==> src/serdes_pkg.sv <==
/*
 * serializer test stream definitions
 * frame layout, pattern memory sizes, generator seed and the memory word views
 */
`default_nettype none

package serdes_pkg;

	localparam int symbol_width = 10;
	localparam int slot_count = 16;
	localparam int slot_width = 4;
	localparam int payload_slot = 12;

	localparam int ram_depth = 2048;
	localparam int addr_width = 11;
	localparam int word_width = 16;

	localparam int prbs_width = 32;
	localparam logic [prbs_width-1:0] prbs_seed = 32'h1d87_c0a5; // any nonzero value

	localparam logic [symbol_width-1:0] idle_symbol = '1;
	localparam logic [symbol_width-1:0] alt_symbol = 10'b01_0101_0101;

	// loader states
	localparam logic [1:0] load_idle = 2'd0;
	localparam logic [1:0] load_fill = 2'd1;
	localparam logic [1:0] load_done = 2'd2;

	typedef union packed {
		logic [word_width-1:0] raw; // as written by the loader
		struct packed {
			logic [word_width-symbol_width-1:0] spare;
			logic [symbol_width-1:0] symbol; // payload slot symbol
		} field;
	} ram_word_t;

endpackage

`default_nettype wire

==> src/ram_loader.sv <==
/*
 * pattern memory loader
 * fills every address with generator words on a four-phase req/ack handshake
 */
`timescale 1ns/1ps
`default_nettype none

module ram_loader import serdes_pkg::*; (
	input  wire                    clock,
	input  wire                    reset,
	input  wire                    load_req,
	output logic                   load_ack,
	output logic                   loaded,
	input  wire [prbs_width-1:0]   prbs_word,
	output logic                   prbs_step,
	output logic                   prbs_restart,
	output logic                   write_enable,
	output logic [addr_width-1:0]  write_address,
	output ram_word_t              write_data
);

	logic [1:0] state;
	logic [addr_width-1:0] fill_address;

	assign prbs_restart = (state == load_idle) && load_req; // seed ready for first write
	assign prbs_step = (state == load_fill);

	always_ff @(posedge clock) begin
		if (reset) begin
			state <= load_idle;
			fill_address <= '0;
			write_enable <= 1'b0;
			loaded <= 1'b0;
			load_ack <= 1'b0;
		end else begin
			write_enable <= 1'b0;
			case (state)
				load_idle: begin
					if (load_req) begin
						loaded <= 1'b0; // stops the stream
						fill_address <= '0;
						state <= load_fill;
					end
				end
				load_fill: begin
					write_enable <= 1'b1;
					fill_address <= fill_address + 1'b1;
					if (fill_address == addr_width'(ram_depth - 1)) begin
						state <= load_done;
					end
				end
				load_done: begin
					// last word leaves the write register first
					if (!load_ack && !write_enable) begin
						loaded <= 1'b1;
						load_ack <= 1'b1;
					end else if (load_ack && !load_req) begin
						load_ack <= 1'b0; // handshake complete
						state <= load_idle;
					end
				end
				default: begin
					state <= load_idle;
				end
			endcase
		end
	end

	// write port register
	always_ff @(posedge clock) begin
		write_address <= fill_address;
		write_data.raw <= prbs_word[word_width-1:0];
	end

endmodule

`default_nettype wire

==> config.mk <==
export PLATFORM = sky130hd
export DESIGN_NAME = ram_loader
export DESIGN_NICKNAME = d
export VERILOG_FILES = /design/src/serdes_pkg.sv /design/src/ram_loader.sv
export SDC_FILE = /design/constraint.sdc
export NUM_CORES = 1
export LEC_CHECK = 0
export BUFFER_PORTS_ARGS = -buffer_cell sky130_fd_sc_hd__buf_2
export CAP_MARGIN = 20
export CORE_ASPECT_RATIO = 1.1
export CORE_MARGIN = 3
export CORE_UTILIZATION = 38
export DETAILED_ROUTE_END_ITERATION = 7
export HOLD_SLACK_MARGIN = 0.15
export PLACE_DENSITY = 0.72
export SKIP_CTS_REPAIR_TIMING = 1
export SLEW_MARGIN = 20
export SYNTH_ARGS = -nofsm -noshare
export SYNTH_HDL_FRONTEND = slang
export SYNTH_SLANG_ARGS = --single-unit
==> constraint.sdc <==
create_clock -name clock -period 1.41 [get_ports clock]
set_input_delay 0.3525 -clock clock [delete_from_list [all_inputs] [get_ports clock]]
set_output_delay 0.3525 -clock clock [all_outputs]
set_load 0.02 [all_outputs]
-- After elaboration in Yosys (flattened, before gate mapping)
Cells that the tools add are included.
- flip-flop bits (word level): 43
- latch bits: 0
- RAM bits: 0
- ROM bits: 0
- bits of input ports: 35
- output and inout port bits: 32
- word-level logic and storage cells: 43
- memories: 0
- $add $sub $neg: 1
- multipliers: 0
- divide/modulo/power cells: 0
- order comparisons: 0
- equality and inequality tests: 8
- shifts and indexed selects: 0
- multiplexer cells: 13
- bitwise gates (word level): 0
- reduce and logical (&&, ||, !) cells: 14
- operator list (cell ; number):
    $pmux 11 s2 ; 1
    $add 11x1->11 const B ; 1
    $eq 11x11->1 const B ; 1
    $mux 11 ; 1
    $mux 2 ; 4
    $ne 2x2->1 const B ; 4
    $pmux 2 s3 ; 1
    $reduce_bool 2->1 ; 3
    $mux 1 ; 5
    $reduce_and 2->1 ; 2
    $reduce_and 4->1 ; 1
    $logic_and 1x1->1 ; 3
    $logic_not 1->1 ; 3
    $reduce_and 3->1 ; 1
    $eq 2x1->1 const B ; 1
    $eq 2x2->1 const B ; 1
    $logic_not 2->1 ; 1
    $ne 2x1->1 const B ; 1
    $pmux 1 s2 ; 1

-- Depth between registers and ports, before layout
- depth in word-level cells: 5
- depth in mapped cells: 5
- gate-level depth less buffers: 5

-- Worst setup path after synthesis
Ideal clock, no wire load.
- path type: register to register
- start point: reg state[0]
- end point: reg fill_address[10]
- setup time: 0.117 ns
- data arrival time: 1.406 ns
- required time: 1.293 ns
- path slack: -0.114 ns
- stages on the path, launching flop included: 5
- buffers on the path: 1
- clock period less this slack: 1.524 ns
- cells stage by stage: dfxtp_1 > nor3_1 > or2_2 > buf_2 > nor2_1
- longest elaborated chain between the ends: 3
- elaborated cells on any way between the ends: 6
- those cells by class: eq/ne (2); mux (1); reduce/logical (3)
- ends and longest elaborated chain (what ; RTL line ; RTL):
    start, declared ; ram_loader.sv:22 ; logic [1:0] state;
    start signal, assigned ; ram_loader.sv:30 ; state <= load_idle;
    start signal, assigned ; ram_loader.sv:42 ; state <= load_fill;
    start signal, assigned ; ram_loader.sv:49 ; state <= load_done;
    $eq 2x1->1 or $logic_not 2->1 (tied branches) ; ram_loader.sv:37 ; case (state)
    $reduce_bool 2->1 (no line) or $ne 2x2->1 (tied branches) ; -- ;
    $reduce_and 2->1 (no line) ; -- ;
    end signal, assigned ; ram_loader.sv:47 ; fill_address <= fill_address + 1'b1;
    end, declared ; ram_loader.sv:23 ; logic [addr_width-1:0] fill_address;
Parallel ways exist; a longest one is shown, timed or not.
A chain may end at the register's enable or synchronous reset.

-- Worst setup path in the final report
- start point: reg state[1]
- end point: out prbs_step
- longest elaborated chain between the ends: 1
- ends and longest elaborated chain (what ; RTL line ; RTL):
    $eq 2x1->1 ; ram_loader.sv:26 ; assign prbs_step = (state == load_fill);
    end, declared ; ram_loader.sv:15 ; output logic prbs_step,
Every way passes these cells.

==> metrics.txt <==
status finished, violations left; failing checks negative setup slack; worst r2r path cells 4; Cell Pwr Density 1130 nW/um^2; number of buffers created by CTS 5; Rows 21; vias in the first global route approximately 900; Core Box Area 3100 um^2; pins over their slew limit 0; crit-path cells buf_6 -> or2b_1 -> inv_2 -> buf_6; antenna-violating nets left 0; Post-synth EDFFs 0; final wirelength 2860 um; Setup CP Type reg -> out; Reg-to-Reg Start state[1]$_SDFFE_PP0P_; Placer Congestion 0.834; layout cells sized above 1 around 47%; top cell type's share of synthesized area between 60% and 70%; num ports 67; Yosys top cell by area dfxtp_1; Vias/cell 4.68; initial antenna violation count 0; ys async rst share 0%; DRT Pass-1 Iters 2; Root Buffer clkbuf_4; Synth Flop Type dfxtp_1; clock latency on the worst-skew pair 340 ps; cell with the most instances after synthesis dfxtp_1; Hold Path Class in -> reg; Worst EP arrival between 1000 and 1500 ps; reg-to-reg endpoint fill_address[9]$_SDFFE_PP0P_; HPWL after detailed placement 1880 um; Leak Pwr 0.874 nW; Total GRT Usage around an eighth; count of cell types in the netlist 24; post-synthesis sequential area ratio 68.9%; Crit path max-delay family flip-flops; dpl cells 204; worst-case clock buffer depth 2; Worst setup SP type flop; Die Ht 66.1 um; Setup WS post-layout -178 ps; Avg Inst Size Synth ~11 um^2; WP depth 4; fill cell count 257; fin crit share 113%; Final Util between 60% and 70%; FF+latch count, synth 43; Worst Max-Slew Pin Slew around 230 ps; clock-pin slew on the worst setup and hold paths approximately 120 ps; placed cell areas 1620 um^2; maximum fanout along the worst path 4; largest net degree at the start of global routing 15; crit path launch state[1]$_SDFFE_PP0P_; Initial Utilization 40.3%; synth cell count leaders dfxtp_1, nor2_1, a21oi_1, xnor2_1, nor3_1; WP data required approximately 1100 ps; Die Area 4010 um^2; Synth area leaders dfxtp_1, xnor2_1, nor2_1, a21oi_1, nor3_1; CTS tree built; post-route insts no fill roughly 230; VDD IR max 0.695 mV; H-tree Lvls 2; Sink Count 43; crit path buf inv count 3; final hold vios 0; CP Capture Type primary output; Crit path largest cell delay 350 ps; first-pass GRT wire length 3770 um; Critical Path Sink prbs_step; Mapped Cells 110; CP most frequent cell buf_6; cell at the slowest stage of the critical path dfxtp_2; Setup WS pre-CTS 4.01 ps; Port Buffers 50; unrepaired setup endpoints after global routing yes; ant diodes 0; drt wl/cell 12.4 um; Synth Net Count roughly 150; yosys warns 0; Finished Cell Area 1960 um^2; Die Wd 60.7 um; Setup violations, final 2; Synth Cell Area 1250 um^2; initial drt markers 13; total vias in the final route 1080; grt total ovfl 0; FF-to-FF setup slack 40 ps; nets@finish 232; layout overhead on the synthesized area 56.7%; slew margin rel. between 80% and 90%; Final min period 1590 ps; Clock Skew 5.37 ps; MaxCap Viol Count 0; worst hold path stage count 2; Residual DRC 0; total power 2.22 mW; Max Clk Rate 0.630 GHz
routing by layer:
| layer | global-route usage (%) | part of all wire [%] |
|---|---|---|
| met1 | 13.4 | 40 |
| met2 | 21.1 | 48 |
| met3 | 4.30 | 10 |
| met4 | 7.86 | 2.2 |
| met5 | 0 | 0 |
through the flow:
step	TNS, ps	hold WS (ps)
final	-348	253
after detailed placement	0	377
after CTS	-568	84.0
after floorplan	0	356
after global placement	0	372
after global routing	-511	249
cells in the final DEF (no fill, tap or decap), types with 5 or more instances in the layout:
cell	n
dfxtp_1	36
buf_2	48
xnor2_1	7
clkbuf_4	5
o21ai_0	5
nor2_1	11
dfxtp_2	7
dlygate4sd3_1	16
a21oi_1	7
buf_4	13
state kept, by name, summed over array words and instances, names as in the netlist:
register	cells
write_enable	1
fill_address	11
state	2
load_ack	1
write_address	11
write_data	16
loaded	1
cell families after synthesis:
group           Yosys count  synth area share, %
compound gates           16                 8.32
simple gates             37                 14.9
buf+inv                   6                 1.90
xor+xnor                  7                 4.91
flops                    43                 68.9
fa+ha+maj                 1                 1.00
layout make-up:
class,instances,area [um^2],share of cell area [%]
Clock buffer,5,37.5,1.92
Clock inverter,3,43.8,2.24
Inverter,5,18.8,0.959
Multi-Input combinational cell,61,413,21.1
Sequential cell,43,870,44.4
Tap cell,34,42.5,2.17
Timing Repair Buffer,80,532,27.2
power by group:
| part | internal, mW | leakage (nW) | switching, mW | total (mW) |
|---|---|---|---|---|
| logic | 0.106 | 0.472 | 0.109 | 0.215 |
| clock network | 0.373 | 0.0452 | 0.365 | 0.738 |
| registers | 1.25 | 0.357 | 0.0138 | 1.26 |
| total | 1.73 | 0.874 | 0.488 | 2.22 |
worst min path at each step:
| stage | from | slack, ps | to |
|---|---|---|---|
| floorplan | fill_address[9]$_SDFFE_PP0P_ | 360 | write_address[9]$_DFF_P_ |
| global placement | fill_address[8]$_SDFFE_PP0P_ | 370 | write_address[8]$_DFF_P_ |
| detailed placement | fill_address[8]$_SDFFE_PP0P_ | 380 | write_address[8]$_DFF_P_ |
| CTS | prbs_word[9] | 80 | write_data[9]$_DFF_P_ |
| global route | reset | 250 | loaded$_SDFFE_PP0P_ |
| finish | reset | 250 | state[1]$_SDFFE_PP0P_ |
Note: power is estimated with default switching activity, not from simulation.
