==> src/serdes_pkg.sv <==
/*
 * serializer test stream definitions
 * frame layout, pattern memory sizes, generator seed and the memory word views
 */
`default_nettype none

package serdes_pkg;

	localparam int symbol_width = 10;
	localparam int slot_count = 16;
	localparam int slot_width = 4;
	localparam int payload_slot = 12;

	localparam int ram_depth = 2048;
	localparam int addr_width = 11;
	localparam int word_width = 16;

	localparam int prbs_width = 32;
	localparam logic [prbs_width-1:0] prbs_seed = 32'h1d87_c0a5; // any nonzero value

	localparam logic [symbol_width-1:0] idle_symbol = '1;
	localparam logic [symbol_width-1:0] alt_symbol = 10'b01_0101_0101;

	// loader states
	localparam logic [1:0] load_idle = 2'd0;
	localparam logic [1:0] load_fill = 2'd1;
	localparam logic [1:0] load_done = 2'd2;

	typedef union packed {
		logic [word_width-1:0] raw; // as written by the loader
		struct packed {
			logic [word_width-symbol_width-1:0] spare;
			logic [symbol_width-1:0] symbol; // payload slot symbol
		} field;
	} ram_word_t;

endpackage

`default_nettype wire

==> src/frame_sequencer.sv <==
/*
 * frame sequencer
 * sixteen-slot frame: thermometer, zero, alternating, payload, idle
 * one payload word per frame, sync on slot 0
 */
`timescale 1ns/1ps
`default_nettype none

module frame_sequencer import serdes_pkg::*; (
	input  wire                      clock,
	input  wire                      reset,
	input  wire                      loaded,
	output logic [addr_width-1:0]    read_address,
	input  wire ram_word_t           read_data,
	output logic [symbol_width-1:0]  data_bus,
	output logic                     sync
);

	logic [slot_width-1:0] slot;
	logic [addr_width-1:0] frame;
	logic [symbol_width-1:0] next_symbol;
	logic last_slot;

	assign last_slot = (slot == slot_width'(slot_count - 1));

	// address is valid from slot 0, data long before the payload slot
	assign read_address = frame;

	always_ff @(posedge clock) begin
		if (reset || !loaded) begin
			slot <= '0;
			frame <= '0;
		end else begin
			slot <= slot + 1'b1; // wraps at slot_count
			if (last_slot) begin
				frame <= frame + 1'b1; // wraps at ram_depth
			end
		end
	end

	always_comb begin
		if (slot < slot_width'(symbol_width)) begin
			next_symbol = idle_symbol >> slot; // thermometer
		end else if (slot == slot_width'(symbol_width)) begin
			next_symbol = '0;
		end else if (slot == slot_width'(symbol_width + 1)) begin
			next_symbol = alt_symbol;
		end else if (slot == slot_width'(payload_slot)) begin
			next_symbol = read_data.field.symbol;
		end else begin
			next_symbol = idle_symbol;
		end
	end

	// output stage
	always_ff @(posedge clock) begin
		if (reset || !loaded) begin
			data_bus <= idle_symbol;
			sync <= 1'b0;
		end else begin
			data_bus <= next_symbol;
			sync <= (slot == '0); // marks frame start
		end
	end

endmodule

`default_nettype wire

==> config.mk <==
export PLATFORM = sky130hd
export DESIGN_NAME = frame_sequencer
export DESIGN_NICKNAME = d
export VERILOG_FILES = /design/src/serdes_pkg.sv /design/src/frame_sequencer.sv
export SDC_FILE = /design/constraint.sdc
export NUM_CORES = 1
export LEC_CHECK = 0
export ABC_AREA = 1
export CAP_MARGIN = 10
export CORE_MARGIN = 1.5
export CORE_UTILIZATION = 45
export DETAILED_ROUTE_END_ITERATION = 8
export DONT_BUFFER_PORTS = 1
export GPL_TIMING_DRIVEN = 0
export SYNTH_ARGS = -nofsm -noshare
export SYNTH_HDL_FRONTEND = slang
export SYNTH_SLANG_ARGS = --single-unit
==> constraint.sdc <==
create_clock -name clock -period 1.37 [get_ports clock]
set_input_delay 0.274 -clock clock [delete_from_list [all_inputs] [get_ports clock]]
set_output_delay 0.274 -clock clock [all_outputs]
set_load 0.01 [all_outputs]
# Word level (Yosys, flattened, before mapping)
# Index checks and enable logic that the tools add are counted.
# totals
in_bits	19
reg_bits	26
# classes
n_mux	4
add_sub_neg	2
n_lt_le_gt_ge	1
reduce_logical	3
n_eq_ne	4
shift	1
# op_table
operator	count
10-bit two-way mux	4
4-bit equality test, second input constant	4
11-bit by 1-bit adder with 11-bit output, second input constant	1
10-bit by 4-bit >> shifter with 10-bit output, first input constant	1
4-bit by 1-bit adder with 4-bit output, second input constant	1
4-bit zero test	1
4-bit less-than comparator, second input constant	1
1-bit zero test	1
1-bit logical OR	1

# Logic depth before layout (Yosys ltp)
# depth
depth_word	5
ltp_mapped	7

# Worst setup path before layout
# OpenSTA, ideal clock, no wires.
# synth_path
kind	reg2reg
from	reg slot[1]
to	reg data_bus[1]
path_stages_with_launch	6
synth_period_minus_slack_ns	1.322
setup_slack_ns	0.048
arrival_ns	1.189
required_ns	1.236
path_cell_list	dfxtp_1 -> inv_1 -> ha_1 -> nand3_1 -> o211ai_1 -> nand3_1
# synth_via
elab_chain_cells	5
# synth_lines
item	line	text
start: declaration	frame_sequencer.sv:19	logic [slot_width-1:0] slot;
start signal: assignment	frame_sequencer.sv:34	slot <= slot + 1'b1;
4-bit equality test	frame_sequencer.sv:48	end else if (slot == slot_width'(payload_slot)) begin
10-bit two-way mux	frame_sequencer.sv:48	
10-bit two-way mux	frame_sequencer.sv:46	end else if (slot == slot_width'(symbol_width + 1)) begin
10-bit two-way mux	frame_sequencer.sv:44	end else if (slot == slot_width'(symbol_width)) begin
10-bit two-way mux (*)	frame_sequencer.sv:42	if (slot < slot_width'(symbol_width)) begin
end signal: assignment	frame_sequencer.sv:58	data_bus <= idle_symbol;
end signal: assignment	frame_sequencer.sv:61	data_bus <= next_symbol;
end: declaration	frame_sequencer.sv:15	output logic [symbol_width-1:0] data_bus,
# Every way passes the cells marked *; elsewhere a longest branch is shown, timed or not.
# A chain may end at the register's enable or synchronous reset.

# Final worst setup path
# layout_path
from	reg slot[3]
to	reg data_bus[4]
# Same word-level chain as after synthesis.

==> key figures <==
Floorplanning
  • Boundary Pins: 41
  • Site Rows: 18
  • Die area: 0.00293 mm²
  • Die Ht: 54.1 µm
  • Die X-Extent: roughly 54 µm
  • Core ar.: between 0.002 and 0.0025 mm²
  • Initial Util: 0.475

Placed design
  • Global placement routability congestion: 0.881
  • Worst slack, placed: -293 ps
  • Port-buffer cells: 0
  • Post-DP HPWL: about 1700 µm
  • Placed Instances: 186

Setup path
  • Worst R2R End: data_bus[4]$_SDFF_PP1_
  • Reg2Reg Depth: 7
  • Crit-path most repeated cell: nand2_1
  • CP max-delay cell: dfxtp_4
  • CP cell instances: clkinvlp_4, nor2_2, nand2_1, nand2_1, inv_1, o21ai_1, nand3_1
  • CP Capture Type: flip-flop
  • Crit path largest cell delay: approximately 420 ps
  • Top delay family on crit path: simple AND/OR/NAND/NOR gates
  • Startpoint Class: flip-flop
  • CP Max Fanout: 7
  • Worst Path Required: around 1600 ps
  • Worst EP arrival: around 1500 ps
  • CP Buf/Inv Count: 2
  • Crit Path Category: flip-flop to flip-flop
  • Reg2reg setup slack: 40 ps
  • RR Startpoint: slot[3]$_SDFF_PP0_

Drt
  • Vias/cell: roughly 5.4
  • TritonRoute pass-1 iters: 4
  • Vias: ~1000
  • Final ANT Viol Nets: 0
  • DR WL/cell: between 10 and 15 µm
  • DR DRC count: 0
  • Total wire length: between 2000 and 2500 µm
  • Initial DRC count: 28

Status
  • Outcome: finished, final reports clean

CTS
  • CTS sink cnt: 26
  • Clock slew at reported path FFs: approximately 150 ps
  • H-tree level count: 1
  • Worst skew pair latency: around 330 ps
  • Root Driver: clkbuf_4
  • CTS max path bufs: 2
  • CTS buffer count: 3
  • CTS tree: built
  • Hold buffer count at cts: 0

STA
  • Setup violations, final: 0
  • Clock Skew: roughly 16 ps
  • Pins over their slew limit: 0
  • Final Hold Viols: 0
  • Worst setup margin: ~40 ps
  • Slew margin rel.: 0.667
  • Worst-margin pin slew: ~500 ps
  • Tmin final: about 1300 ps
  • Final period utilization: 0.971
  • Fmax: around 0.75 GHz

Global route
  • Largest net degree at the start of global routing: 16
  • Initial antenna violation count: 0
  • Grt ovf: 0
  • Vias in the first global route: between 800 and 900
  • Total track usage: 0.179
  • First-pass GRT wire length: between 3000 and 4000 µm

Logic synthesis
  • Mean Syn Cell Area: approximately 7.5 µm²
  • Register bit total from synthesis: 26
  • Top-area cell type share of the netlist area: 0.443
  • Register area share after synthesis: 0.443
  • Async S/R FF share, synth: 0
  • Yosys top cell by area: dfxtp_1
  • Synth Flop Type: dfxtp_1
  • Top cells by area, synth: dfxtp_1, nand2_1, nand3_1
  • Synth cell types: 21
  • Synthesized cell area: between 0.001 and 0.0015 mm²
  • Post-synth EDFFs: 0
  • Syn. warnings: 0
  • Post-synth top cells: dfxtp_1, nand2_1, inv_1
  • Net count after synthesis: 180
  • Mapped Cells: around 160

Cells and area
  • ANT cells: 0
  • Final net count: 190
  • Share of cells above drive strength 1: 0.188
  • Filler cells: between 200 and 250
  • Util after Layout: 0.558
  • Multi-input gate area: 624 µm²
  • Register area: roughly 540 µm²
  • Number of cells in the finished layout apart from fillers: around 200
  • Area grow syn2layout: 17.6%

Power and ir drop
  • Power, Total: 1.35 mW
  • Peak supply drop: approximately 0.00068 V
  • Leakage Power: between 0.5 and 0.6 nW
  • P per Cell Area: approximately 1000 mW/mm²

Min path
  • WHS Endpoint: data_bus[2]$_SDFF_PP1_
  • Hold Crit Start: read_data[2]
  • Min-delay worst type: input pin to flip-flop
  • Hold depth: 2

Flow run
  • Max Cap Violations: 0
==> stage by stage <==
step | hold slack (ps) | setup TNS [ps] | instance area, µm²
floorplan | 425 | 0 | 1180
global placement | 435 | -1360 | 1210
detailed placement | 444 | -1840 | 1210
CTS | 89.7 | 0 | 1280
global route | 74.4 | -43.9 | 1380
finish | 61.4 | 0 | 1380
==> repair_timing <==
action / CTS / global route
resized for setup: 8 / 17
buffers inserted: 0 / 5
endpoints found under the setup margin: 15 / 17
pin swaps: 1 / 1
==> worst register-to-register path: stages (launching register included) <==
cell and delay (ps):
dfxtp_4 420, clkinvlp_4 170, nor2_2 160, nand2_1 100, nand2_1 110, inv_1 70, o21ai_1 80, nand3_1 100
==> logic make-up (layout without fill, tap and decap cells) <==
group | Yosys count | in the layout | synth area share
flops | 26 | 26 | 0.443
compound gates | 31 | 31 | 0.155
buf+inv | 24 | 33 | 0.0777
fa+ha+maj | 5 | 5 | 0.0532
simple gates | 70 | 70 | 0.271
==> routing by layer <==
| layer | vias to the layer above | wire length, µm | GRT usage |
|---|---|---|---|
| met5 | - | 0 | 0 |
| met4 | 0 | 44 | 0.0875 |
| met3 | 6 | 126 | 0.0361 |
| met2 | 29 | 1080 | 0.259 |
| met1 | 481 | 1210 | 0.251 |
| li1 | 529 | - | - |
==> sequential cells by signal, summed over array words and instances, names as in the netlist <==
| register | flops |
|---|---|
| read_address | 11 |
| data_bus | 10 |
| slot | 4 |
| sync | 1 |
==> layout make-up <==
cell class | instances | area share
multi-input combinational | 106 | 0.452
inverter | 22 | 0.0624
buffer | 2 | 0.00633
sequential | 26 | 0.387
clock inverter | 1 | 0.0217
tap | 30 | 0.0271
timing repair buffer | 5 | 0.0271
clock buffer | 3 | 0.0163
==> cells in the final DEF (no fill, tap or decap) <==
master / n
o21a_1: 2
clkinvlp_4: 1
nand3b_1: 1
or2_2: 1
a21oi_1: 12
a31oi_1: 1
o211ai_1: 3
o21ai_2: 2
nor2_2: 1
nor2_4: 2
dfxtp_4: 3
inv_1: 19
ha_1: 3
nand4_1: 3
dfxtp_1: 20
bufinv_16: 1
nand3_1: 15
nand3_4: 2
nor2_1: 18
a21oi_4: 1
clkbuf_1: 1
nand3_2: 1
dfxtp_2: 3
a211oi_1: 1
o21ai_1: 1
nand2_1: 26
ha_4: 2
buf_4: 5
inv_2: 2
o21ai_0: 8
buf_2: 1
clkbuf_4: 3
==> worst max path at each step <==
stage	startpoint	to	depth (start not counted)
finish	slot[3]$_SDFF_PP0_	data_bus[4]$_SDFF_PP1_	7
global route	slot[3]$_SDFF_PP0_	data_bus[4]$_SDFF_PP1_	7
CTS	read_address[0]$_SDFFE_PP0N_	read_address[10]$_SDFFE_PP0N_	7
detailed placement	slot[1]$_SDFF_PP0_	data_bus[4]$_SDFF_PP1_	5
global placement	slot[1]$_SDFF_PP0_	data_bus[4]$_SDFF_PP1_	5
floorplan	slot[1]$_SDFF_PP0_	data_bus[1]$_SDFF_PP1_	5
==> where the power goes <==
group | internal, mW | switching, mW | total [mW]
registers | 0.759 | 0.00781 | 0.767
logic | 0.0162 | 0.0315 | 0.0476
clock network | 0.296 | 0.239 | 0.535
total | 1.07 | 0.278 | 1.35
Note: power is estimated with default switching activity, not from simulation.
