===== config.mk =====
export PLATFORM = sky130hd
export DESIGN_NAME = prbs_gen
export DESIGN_NICKNAME = d
export VERILOG_FILES = /design/src/serdes_pkg.sv /design/src/prbs_gen.sv
export SDC_FILE = /design/constraint.sdc
export NUM_CORES = 1
export LEC_CHECK = 0
export BUFFER_PORTS_ARGS = -buffer_cell sky130_fd_sc_hd__buf_2
export CORE_MARGIN = 3
export CORE_UTILIZATION = 52
export DETAILED_ROUTE_END_ITERATION = 8
export GPL_TIMING_DRIVEN = 0
export PLACE_DENSITY = 0.79
export SYNTH_ARGS = -nofsm -noshare
export SYNTH_HDL_FRONTEND = slang
export SYNTH_SLANG_ARGS = --single-unit

===== constraint.sdc =====
create_clock -name clock -period 2.5 [get_ports clock]
set_input_delay 0.375 -clock clock [delete_from_list [all_inputs] [get_ports clock]]
set_output_delay 0.375 -clock clock [all_outputs]
set_load 0.01 [all_outputs]

===== src/serdes_pkg.sv =====
/*
 * serializer test stream definitions
 * frame layout, pattern memory sizes, generator seed and the memory word views
 */
`default_nettype none

package serdes_pkg;

	localparam int symbol_width = 10;
	localparam int slot_count = 16;
	localparam int slot_width = 4;
	localparam int payload_slot = 12;

	localparam int ram_depth = 2048;
	localparam int addr_width = 11;
	localparam int word_width = 16;

	localparam int prbs_width = 32;
	localparam logic [prbs_width-1:0] prbs_seed = 32'h1d87_c0a5; // any nonzero value

	localparam logic [symbol_width-1:0] idle_symbol = '1;
	localparam logic [symbol_width-1:0] alt_symbol = 10'b01_0101_0101;

	// loader states
	localparam logic [1:0] load_idle = 2'd0;
	localparam logic [1:0] load_fill = 2'd1;
	localparam logic [1:0] load_done = 2'd2;

	typedef union packed {
		logic [word_width-1:0] raw; // as written by the loader
		struct packed {
			logic [word_width-symbol_width-1:0] spare;
			logic [symbol_width-1:0] symbol; // payload slot symbol
		} field;
	} ram_word_t;

endpackage

`default_nettype wire


===== src/prbs_gen.sv =====
/*
 * pseudo-random generator for the pattern memory
 * 32-bit fibonacci lfsr, taps 31 21 1 0, steps only when asked
 */
`timescale 1ns/1ps
`default_nettype none

module prbs_gen import serdes_pkg::*; (
	input  wire                    clock,
	input  wire                    reset,
	input  wire                    prbs_step,
	input  wire                    prbs_restart,
	output logic [prbs_width-1:0]  prbs_word
);

	logic feedback;

	assign feedback = prbs_word[prbs_width-1] ^ prbs_word[21]
		^ prbs_word[1] ^ prbs_word[0];

	always_ff @(posedge clock) begin
		if (reset || prbs_restart) begin
			prbs_word <= prbs_seed; // rewind
		end else if (prbs_step) begin
			prbs_word <= {prbs_word[prbs_width-2:0], feedback};
		end
	end

endmodule

`default_nettype wire


After elaboration in Yosys (flattened, before gate mapping)
Index checks and enable logic that the tools add are counted.
- bits in registers: 32
- input port bits: 4
- logic and storage cells: 5
- bitwise gates (word level): 3
- reduce and logical (&&, ||, !) cells: 1
- operator list (operator ; count):
    1-bit XOR ; 3
    1-bit logical OR ; 1

Depth between registers and ports, before layout
Gate-level depths: netlist (run 1).
- depth in word-level cells: 3
- gate-level depth with buffers: 4
- depth with buffers taken out: 3

Worst setup path after synthesis (run 1)
OpenSTA, ideal clock, no wires.
- kind: register -> register
- start point: register prbs_word[31]
- end point: register prbs_word[0]
- setup time: 0.126 ns
- arrival time: 0.996 ns
- required time: 2.374 ns
- path slack: 1.378 ns
- cell stages (with the launch flop): 4
- buffers on the path: 0
- clock period less this slack: 1.122 ns
- cells stage by stage: dfxtp_1 -> xnor3_1 -> o21ai_0 -> nand3b_1
- cells in the longest elaborated chain, start to end: 3
- RTL lines (what ; RTL line ; text):
    start, declared ; prbs_gen.sv:13 ; output logic [prbs_width-1:0] prbs_word
    start signal, assigned ; prbs_gen.sv:23 ; prbs_word <= prbs_seed;
    start signal, assigned ; prbs_gen.sv:25 ; prbs_word <= {prbs_word[prbs_width-2:0], feedback};
    1-bit XOR ; prbs_gen.sv:18 ; assign feedback = prbs_word[prbs_width-1] ^ prbs_word[21]
    1-bit XOR (2 in series) ; prbs_gen.sv:19 ; ^ prbs_word[1] ^ prbs_word[0];
No other way between the ends.
A chain may end at the register's enable or synchronous reset.

Worst setup path in the final report (run 1)
- start point: register prbs_word[21]
- end point: output prbs_word[21]
No word-level cell between the ends.

==> summary.txt, run 1 <==
Run status
  – Status: completed

Global routing
  – First-pass GRT wire length: 3530 um
  – Vias in the first global route: 781
  – Largest net degree at the start of global routing: 11
  – Gr ovfl total: 0
  – Initial antenna violation count: 0
  – Total Routing Usage GR: 0.175

Worst setup path
  – Critical Path RT: between 2 and 2.5 ns
  – CP delay by family, top: flip-flops
  – Worst-path cell chain: buf_2
  – Worst EP arrival: a little under 0.9 ns
  – Crit path kind: reg2out
  – CP max-delay cell: dfxtp_1
  – Worst setup EP type: primary output
  – CP max FO: 4
  – Crit-path max cell delay: around 0.40 ns
  – Number of cells on the worst reg-to-reg path: 3
  – Critical path startpoint category: register
  – Critical path depth in cells: 1
  – Crit path buf inv count: 1

Timing
  – Tcrit/Tclk final: 0.499
  – Min Tclk post-route: 1.25 ns
  – Setup Skew: roughly 0.0083 ns
  – Max Freq: around 0.80 GHz
  – Worst-Margin Slew: approximately 0.27 ns
  – Hold_ws: ~0.29 ns
  – Final setup viols: 0
  – Slew Viols, Final: 0
  – Slew HR: 0.820
  – Setup ws final: 1.25 ns
  – Final setup TNS: 0 ns
  – RSZ-0062 raised after global routing: no
  – Fin. Hold Viols: 0

Route
  – DR vias: roughly 860
  – Vias per inst: 4.88
  – Final wirelength: approximately 2200 um
  – DR pass1 iterations: 3
  – Antenna Nets Post-Route: 0
  – Iteration-0 DRC Markers: 6
  – Avg WL per Cell: ~12 um
  – DRC errors left: 0

Place
  – Place WS: around 1.2 ns
  – GPL Wtd Cong: 0.705
  – Hpwl dp: ~1600 um
  – Dpl cell area: 0.00137 mm2
  – Post-Place Cells: roughly 170
  – I/O Buffers: 34

Yosys
  – Top-count cell post-synth: dfxtp_1
  – Yosys reg bits: 32
  – Synth Net Count: ~110
  – EDFF count, synth: 0
  – Ranking of synthesized cells by area: dfxtp_1, mux2i_1, nor2_1
  – Top cell type's share of synthesized area: 0.548
  – Avg Inst Size Synth: 10.8 um2
  – Synth Instances: 108
  – Asr flop ratio synth: 0
  – Area leader, netlist: dfxtp_1
  – Register area share after synthesis: 0.548
  – Top_reg_cell synth: dfxtp_1
  – Mapped cell area: between 0.001 and 0.0015 mm2
  – Synth top cells by count: dfxtp_1, mux2i_1, nor2_1
  – Post-synth cell types: 13
  – YS warnings: 0

Floorplan
  – Die width: roughly 53 um
  – Initial Util: 0.573
  – Io pins: 36
  – Row cnt: 16
  – Core Footprint: a little over 0.002 mm2
  – Chip height: around 53 um
  – Die area: 0.00285 mm2

Clock tree
  – Clk Tree Root Cell: clkbuf_4
  – CTS sink count: 32
  – H-tree depth: 2
  – CTS tree: done
  – Clk Latency, worst-skew pair: around 0.32 ns
  – Clock transition at path regs: ~0.1 ns
  – CTS buffer count: 5
  – Hold Buf Count CTS: 0
  – CTS resizes: 0
  – Setup bufs post-CTS: 0
  – Buffer depth of the longest clock path: 2

Worst hold path
  – HP Class: in2reg
  – Hold Path Depth: 3

Power
  – Static leakage: between 0.7 and 0.8 nW
  – Power Density: around 640 mW/mm2
  – VDD IR-drop max: about 0.45 mV
  – Final Total Pwr: 928 uW

Layout
  – Max reg flops: 32
  – Filler cells: about 170
  – Fraction of layout cells with a size suffix above 1: 0.322
  – Post-layout instance area: 0.00144 mm2
  – Layout Cells excl Fill: approximately 180
  – Biggest regs: prbs_word x32
  – Area Overhead vs Synth: 23.0%
  – Final core occ: 0.705
  – Largest Register: prbs_word
  – # nets final: between 150 and 200
  – N_diodes: 0

Flow run
  – Max cap viols: 0
cell families (layout without fill, tap and decap cells):
group / count (synthesis) / after routing / share of synthesized area
mux: 31 / 31 / 0.265
simple gates: 35 / 35 / 0.119
flops: 32 / 32 / 0.548
buf+inv: 8 / 49 / 0.0449
xor+xnor: 1 / 1 / 0.0192
compound gates: 1 / 1 / 0.00427
area by class of cell:
type / count / area [um2] / share of cell area
Inverter: 1 / 3.75 / 0.00261
Clock buffer: 7 / 65.1 / 0.0452
Timing Repair Buffer: 34 / 170 / 0.118
Sequential cell: 32 / 641 / 0.445
Multi-Input combinational cell: 68 / 477 / 0.331
Tap cell: 27 / 33.8 / 0.0235
Buffer: 7 / 48.8 / 0.0339
per-layer routing:
layer | up-vias | part of all wire | global-route usage
met1 | 392 | 0.45 | 0.208
met3 | 2 | 0.069 | 0.0676
li1 | 438 | - | -
met5 | - | 0 | 0
met4 | 0 | 0.0083 | 0.0766
met2 | 27 | 0.47 | 0.276
power by group:
part	leakage, nW	internal, mW	switching [mW]
Sequential	0.261	0.522	0.00937
Clock	0.0374	0.159	0.160
Combinational	0.407	0.0369	0.0408
Total	0.705	0.718	0.210
final timing paths:
kind | start | endpoint | slack (ns)
setup / recovery | prbs_word[21]$_SDFFE_PP0P_ | prbs_word[21] | 1.25
hold / removal | reset | prbs_word[2]$_SDFFE_PP1P_ | 0.29
setup reg to reg | prbs_word[31]$_SDFFE_PP0P_ | prbs_word[0]$_SDFFE_PP1P_ | 1.40
hold reg to reg | prbs_word[16]$_SDFFE_PP1P_ | prbs_word[16]$_SDFFE_PP1P_ | 0.51
placed cells by master (no fill, tap or decap):
cell type,instances
buf_2,37
mux2i_1,31
nor2_1,19
buf_4,3
buf_6,1
dfxtp_1,32
nor3_1,1
clkbuf_8,2
nand3b_1,1
inv_1,1
clkbuf_4,5
o21ai_0,1
xnor3_1,1
or2_1,1
nand2_1,13
(Power assumes the default switching activity.)
==> run 2: changes to the inputs <==
Settings changed: CORE_UTILIZATION 52 to 44, PLACE_DENSITY 0.79 to 0.71.
Clock period 2.5 ns to 1 ns, I/O delays scaled along.
==> run 2 against run 1 <==
  * Cell count grew 5.7%
  * Sequential share of layout area fell by 0.63 points
  * Highest routed layer unchanged
  * Combinational power grew to 2.7 times the previous value
  * Sequential power increased to 2.5 times the previous value
  * Register-to-register slack lost 1.5 ns
  * Critical path type is now reg2reg
  * Flip-flop and latch count is the same
  * Worst setup slack got worse by 1.3 ns
  * First-iteration DRC count increased by 130%
  * Global-route usage down 2.8 points
  * Via count grew 2.7%
  * The flow now finishes with violations (setup timing)
  * Clock power grew 140%
==> summary.txt, run 2 (synthesis results as in run 1) <==
Worst setup path
  – Crit path buf inv count: 0 (-1)
  – Crit-path max cell delay: 0.40 ns (about the same)
  – CP max-delay cell: xnor3_1
  – Crit path kind: reg2reg
  – CP delay by family, top: XOR/XNOR gates
  – Worst-path cell chain: xnor3_1 -> o21ai_1 -> nand3b_1
  – CP max FO: 3 (-1)
  – Critical path startpoint category: register
  – Worst setup EP type: register
  – Critical Path RT: 1.21 ns (-0.91 ns)
  – Worst EP arrival: 1.29 ns (+0.42 ns)

Power
  – Static leakage: 0.742 nW (+5.2%)
  – Sw frac: 0.243 (+0.0167)
  – Clock power frac: 0.332 (-0.012)
  – Flop pwr share: 0.577 (+0.005)
  – Int Power: 1.75 mW (+140%)
  – Comb power frac: 0.091 (+0.007)
  – Power Density: 1490 mW/mm2 (+130%)
  – Final Total Pwr: 2.31 mW (+150%)
  – NetSw: 561 uW (+170%)
  – VDD IR-drop max: 1.17 mV (+160%)

Layout
  – Biggest regs: prbs_word x32
  – Commonest non-fill, non-tap cell in the layout: buf_2
  – # nets final: 159 (+3.9%)
  – Most frequent cells in the layout: buf_2, mux2i_1, dfxtp_2
  – Post-layout instance area: 0.00155 mm2 (+7.6%)
  – Area Overhead vs Synth: 32.3%
  – N_diodes: 0 (unchanged)
  – Filler cells: 223 (+33%)
  – Fraction of layout cells with a size suffix above 1: 0.551 (+0.229)
  – Max reg flops: 32 (unchanged)
  – Largest Register: prbs_word

Clock tree
  – Buffer depth of the longest clock path: 2 (unchanged)
  – CTS buffer count: 5 (unchanged)
  – CTS sink count: 32 (unchanged)
  – CTS tree: done
  – H-tree depth: 2 (unchanged)
  – Hold Buf Count CTS: 0 (unchanged)
  – Clk Tree Root Cell: clkbuf_4
  – Clock transition at path regs: 0.09 ns (about the same)
  – Clk Latency, worst-skew pair: 0.34 ns (+0.02 ns)

Timing
  – RSZ-0062 raised after global routing: yes
  – Final setup viols: 2 (+2)
  – Slew Viols, Final: 0 (unchanged)
  – Worst-Margin Slew: 0.277 ns (+0.00805 ns)
  – Tcrit/Tclk final: 1.08
  – Min Tclk post-route: 1.08 ns
  – Setup ws final: -0.0809 ns (-1.33 ns)
  – Max Freq: between 0.9 and 1 GHz
  – Slew HR: 0.814 (-0.00538)
  – Fin. Hold Viols: 0 (unchanged)
  – Setup Skew: 0.0138 ns (+0.00548 ns)

Route
  – Avg WL per Cell: 12.4 um (about the same)
  – DR vias: 882 (+2.7%)
  – Antenna Nets Post-Route: 0 (unchanged)
  – Final wirelength: 2300 um (+5.6%)
  – DRC errors left: 0 (unchanged)
  – DR pass1 iterations: 2 (-1)
  – Vias per inst: 4.74 (-2.8%)
  – Iteration-0 DRC Markers: 14 (+8)

Floorplan
  – Row cnt: 18 (+2)
  – Io pins: 36 (unchanged)
  – Die area: 0.00331 mm2 (+16%)
  – Die width: 57.6 um (+7.7%)
  – Chip height: 57.6 um (+7.7%)
  – Initial Util: 0.468 (-0.105)
  – Core Footprint: 0.00250 mm2 (+22%)

Worst hold path
  – HP Class: in2reg

Run status
  – Status: finished, violations left
  – Failing checks: setup timing

Flow run
  – Max cap viols: 0 (unchanged)

Place
  – Dpl cell area: 0.00138 mm2 (+0.55%)
  – GPL Wtd Cong: 0.714 (+1.3%)
  – I/O Buffers: 34 (unchanged)
  – Hpwl dp: 1610 um (-1.8%)

Global routing
  – Gr ovfl total: 0 (unchanged)
  – First-pass GRT wire length: 3710 um (+5.1%)
  – Initial antenna violation count: 0 (unchanged)
  – Vias in the first global route: 820 (+5.0%)
  – Largest net degree at the start of global routing: 11 (unchanged)
  – Total Routing Usage GR: 0.147 (-0.0277)
run 2: changes by cell type in the layout (fill, tap and decap cells not counted), sizes merged:
| cell | previous run | this run |
|---|---|---|
| buf | 41 | 47 |
| clkbuf | 7 | 6 |
| clkinv | 0 | 2 |
run 2: timing repair:
action / in CTS / in global routing
pin swaps: 1 / 0
resized for setup: 6 / 26
setup buffers: 1 / 5
setup endpoints to repair: 8 / 29
run 2: area by class of cell:
class / count / area [um2] / share of cell area
Clock buffer: 6 / 51.3 / 0.0331
Tap cell: 30 / 37.5 / 0.0243
Inverter: 1 / 3.75 / 0.00243
Multi-Input combinational cell: 68 / 477 / 0.308
Clock inverter: 2 / 10.0 / 0.00647
Timing Repair Buffer: 40 / 240 / 0.155
Sequential cell: 32 / 679 / 0.439
Buffer: 7 / 48.8 / 0.0315
run 2: per-layer routing:
layer / track usage / routed length (um) / part of all wire / up-vias
li1: - / - / - / 450
met1: 0.188 / 1000 / 0.44 / 403
met2: 0.224 / 1120 / 0.49 / 26
met3: 0.0407 / 141 / 0.061 / 3
met4: 0.0795 / 29 / 0.013 / 0
met5: 0 / 0 / 0 / -
run 2: worst paths after layout:
| path | cells after the start | startpoint | slack (ns) | end |
|---|---|---|---|---|
| min reg2reg | 2 | prbs_word[7]$_SDFFE_PP1P_ | 0.48 | prbs_word[7]$_SDFFE_PP1P_ |
| min | 3 | reset | 0.07 | prbs_word[2]$_SDFFE_PP1P_ |
| max reg2reg | 3 | prbs_word[31]$_SDFFE_PP0P_ | -0.08 | prbs_word[0]$_SDFFE_PP1P_ |
| max | 3 | prbs_word[31]$_SDFFE_PP0P_ | -0.08 | prbs_word[0]$_SDFFE_PP1P_ |
run 2: power groups by stage:
stage                     clock [mW]  combinational [mW]  sequential, mW
after floorplan                    0               0.125            1.37
after detailed placement           0               0.197            1.36
after global routing           0.839               0.232            1.34
final                          0.766               0.211            1.33
after global placement             0               0.192            1.36
after CTS                      0.782               0.198            1.33
run 2: tightest hold or removal path, delay by kind of cell:
family	cells	cell delay (ns)
buffers and inverters	1	0.08
and+or+nand+nor	2	0.13
run 2: per-stage QoR:
stage          hold slack (ns)  worst slack (ns)   util  TNS (ns)  std cells
2_1_floorplan            0.279           -0.0586      -   -0.0586        108
3_3_place_gp             0.394           -0.0479  0.553   -0.0627        172
3_5_place_dp             0.403           -0.0924  0.553    -0.268        172
4_1_cts                 0.0611           -0.0835  0.583    -0.105        181
5_1_grt                 0.0914            -0.167  0.619    -0.257        186
6_report                0.0664           -0.0809  0.619   -0.0891        186
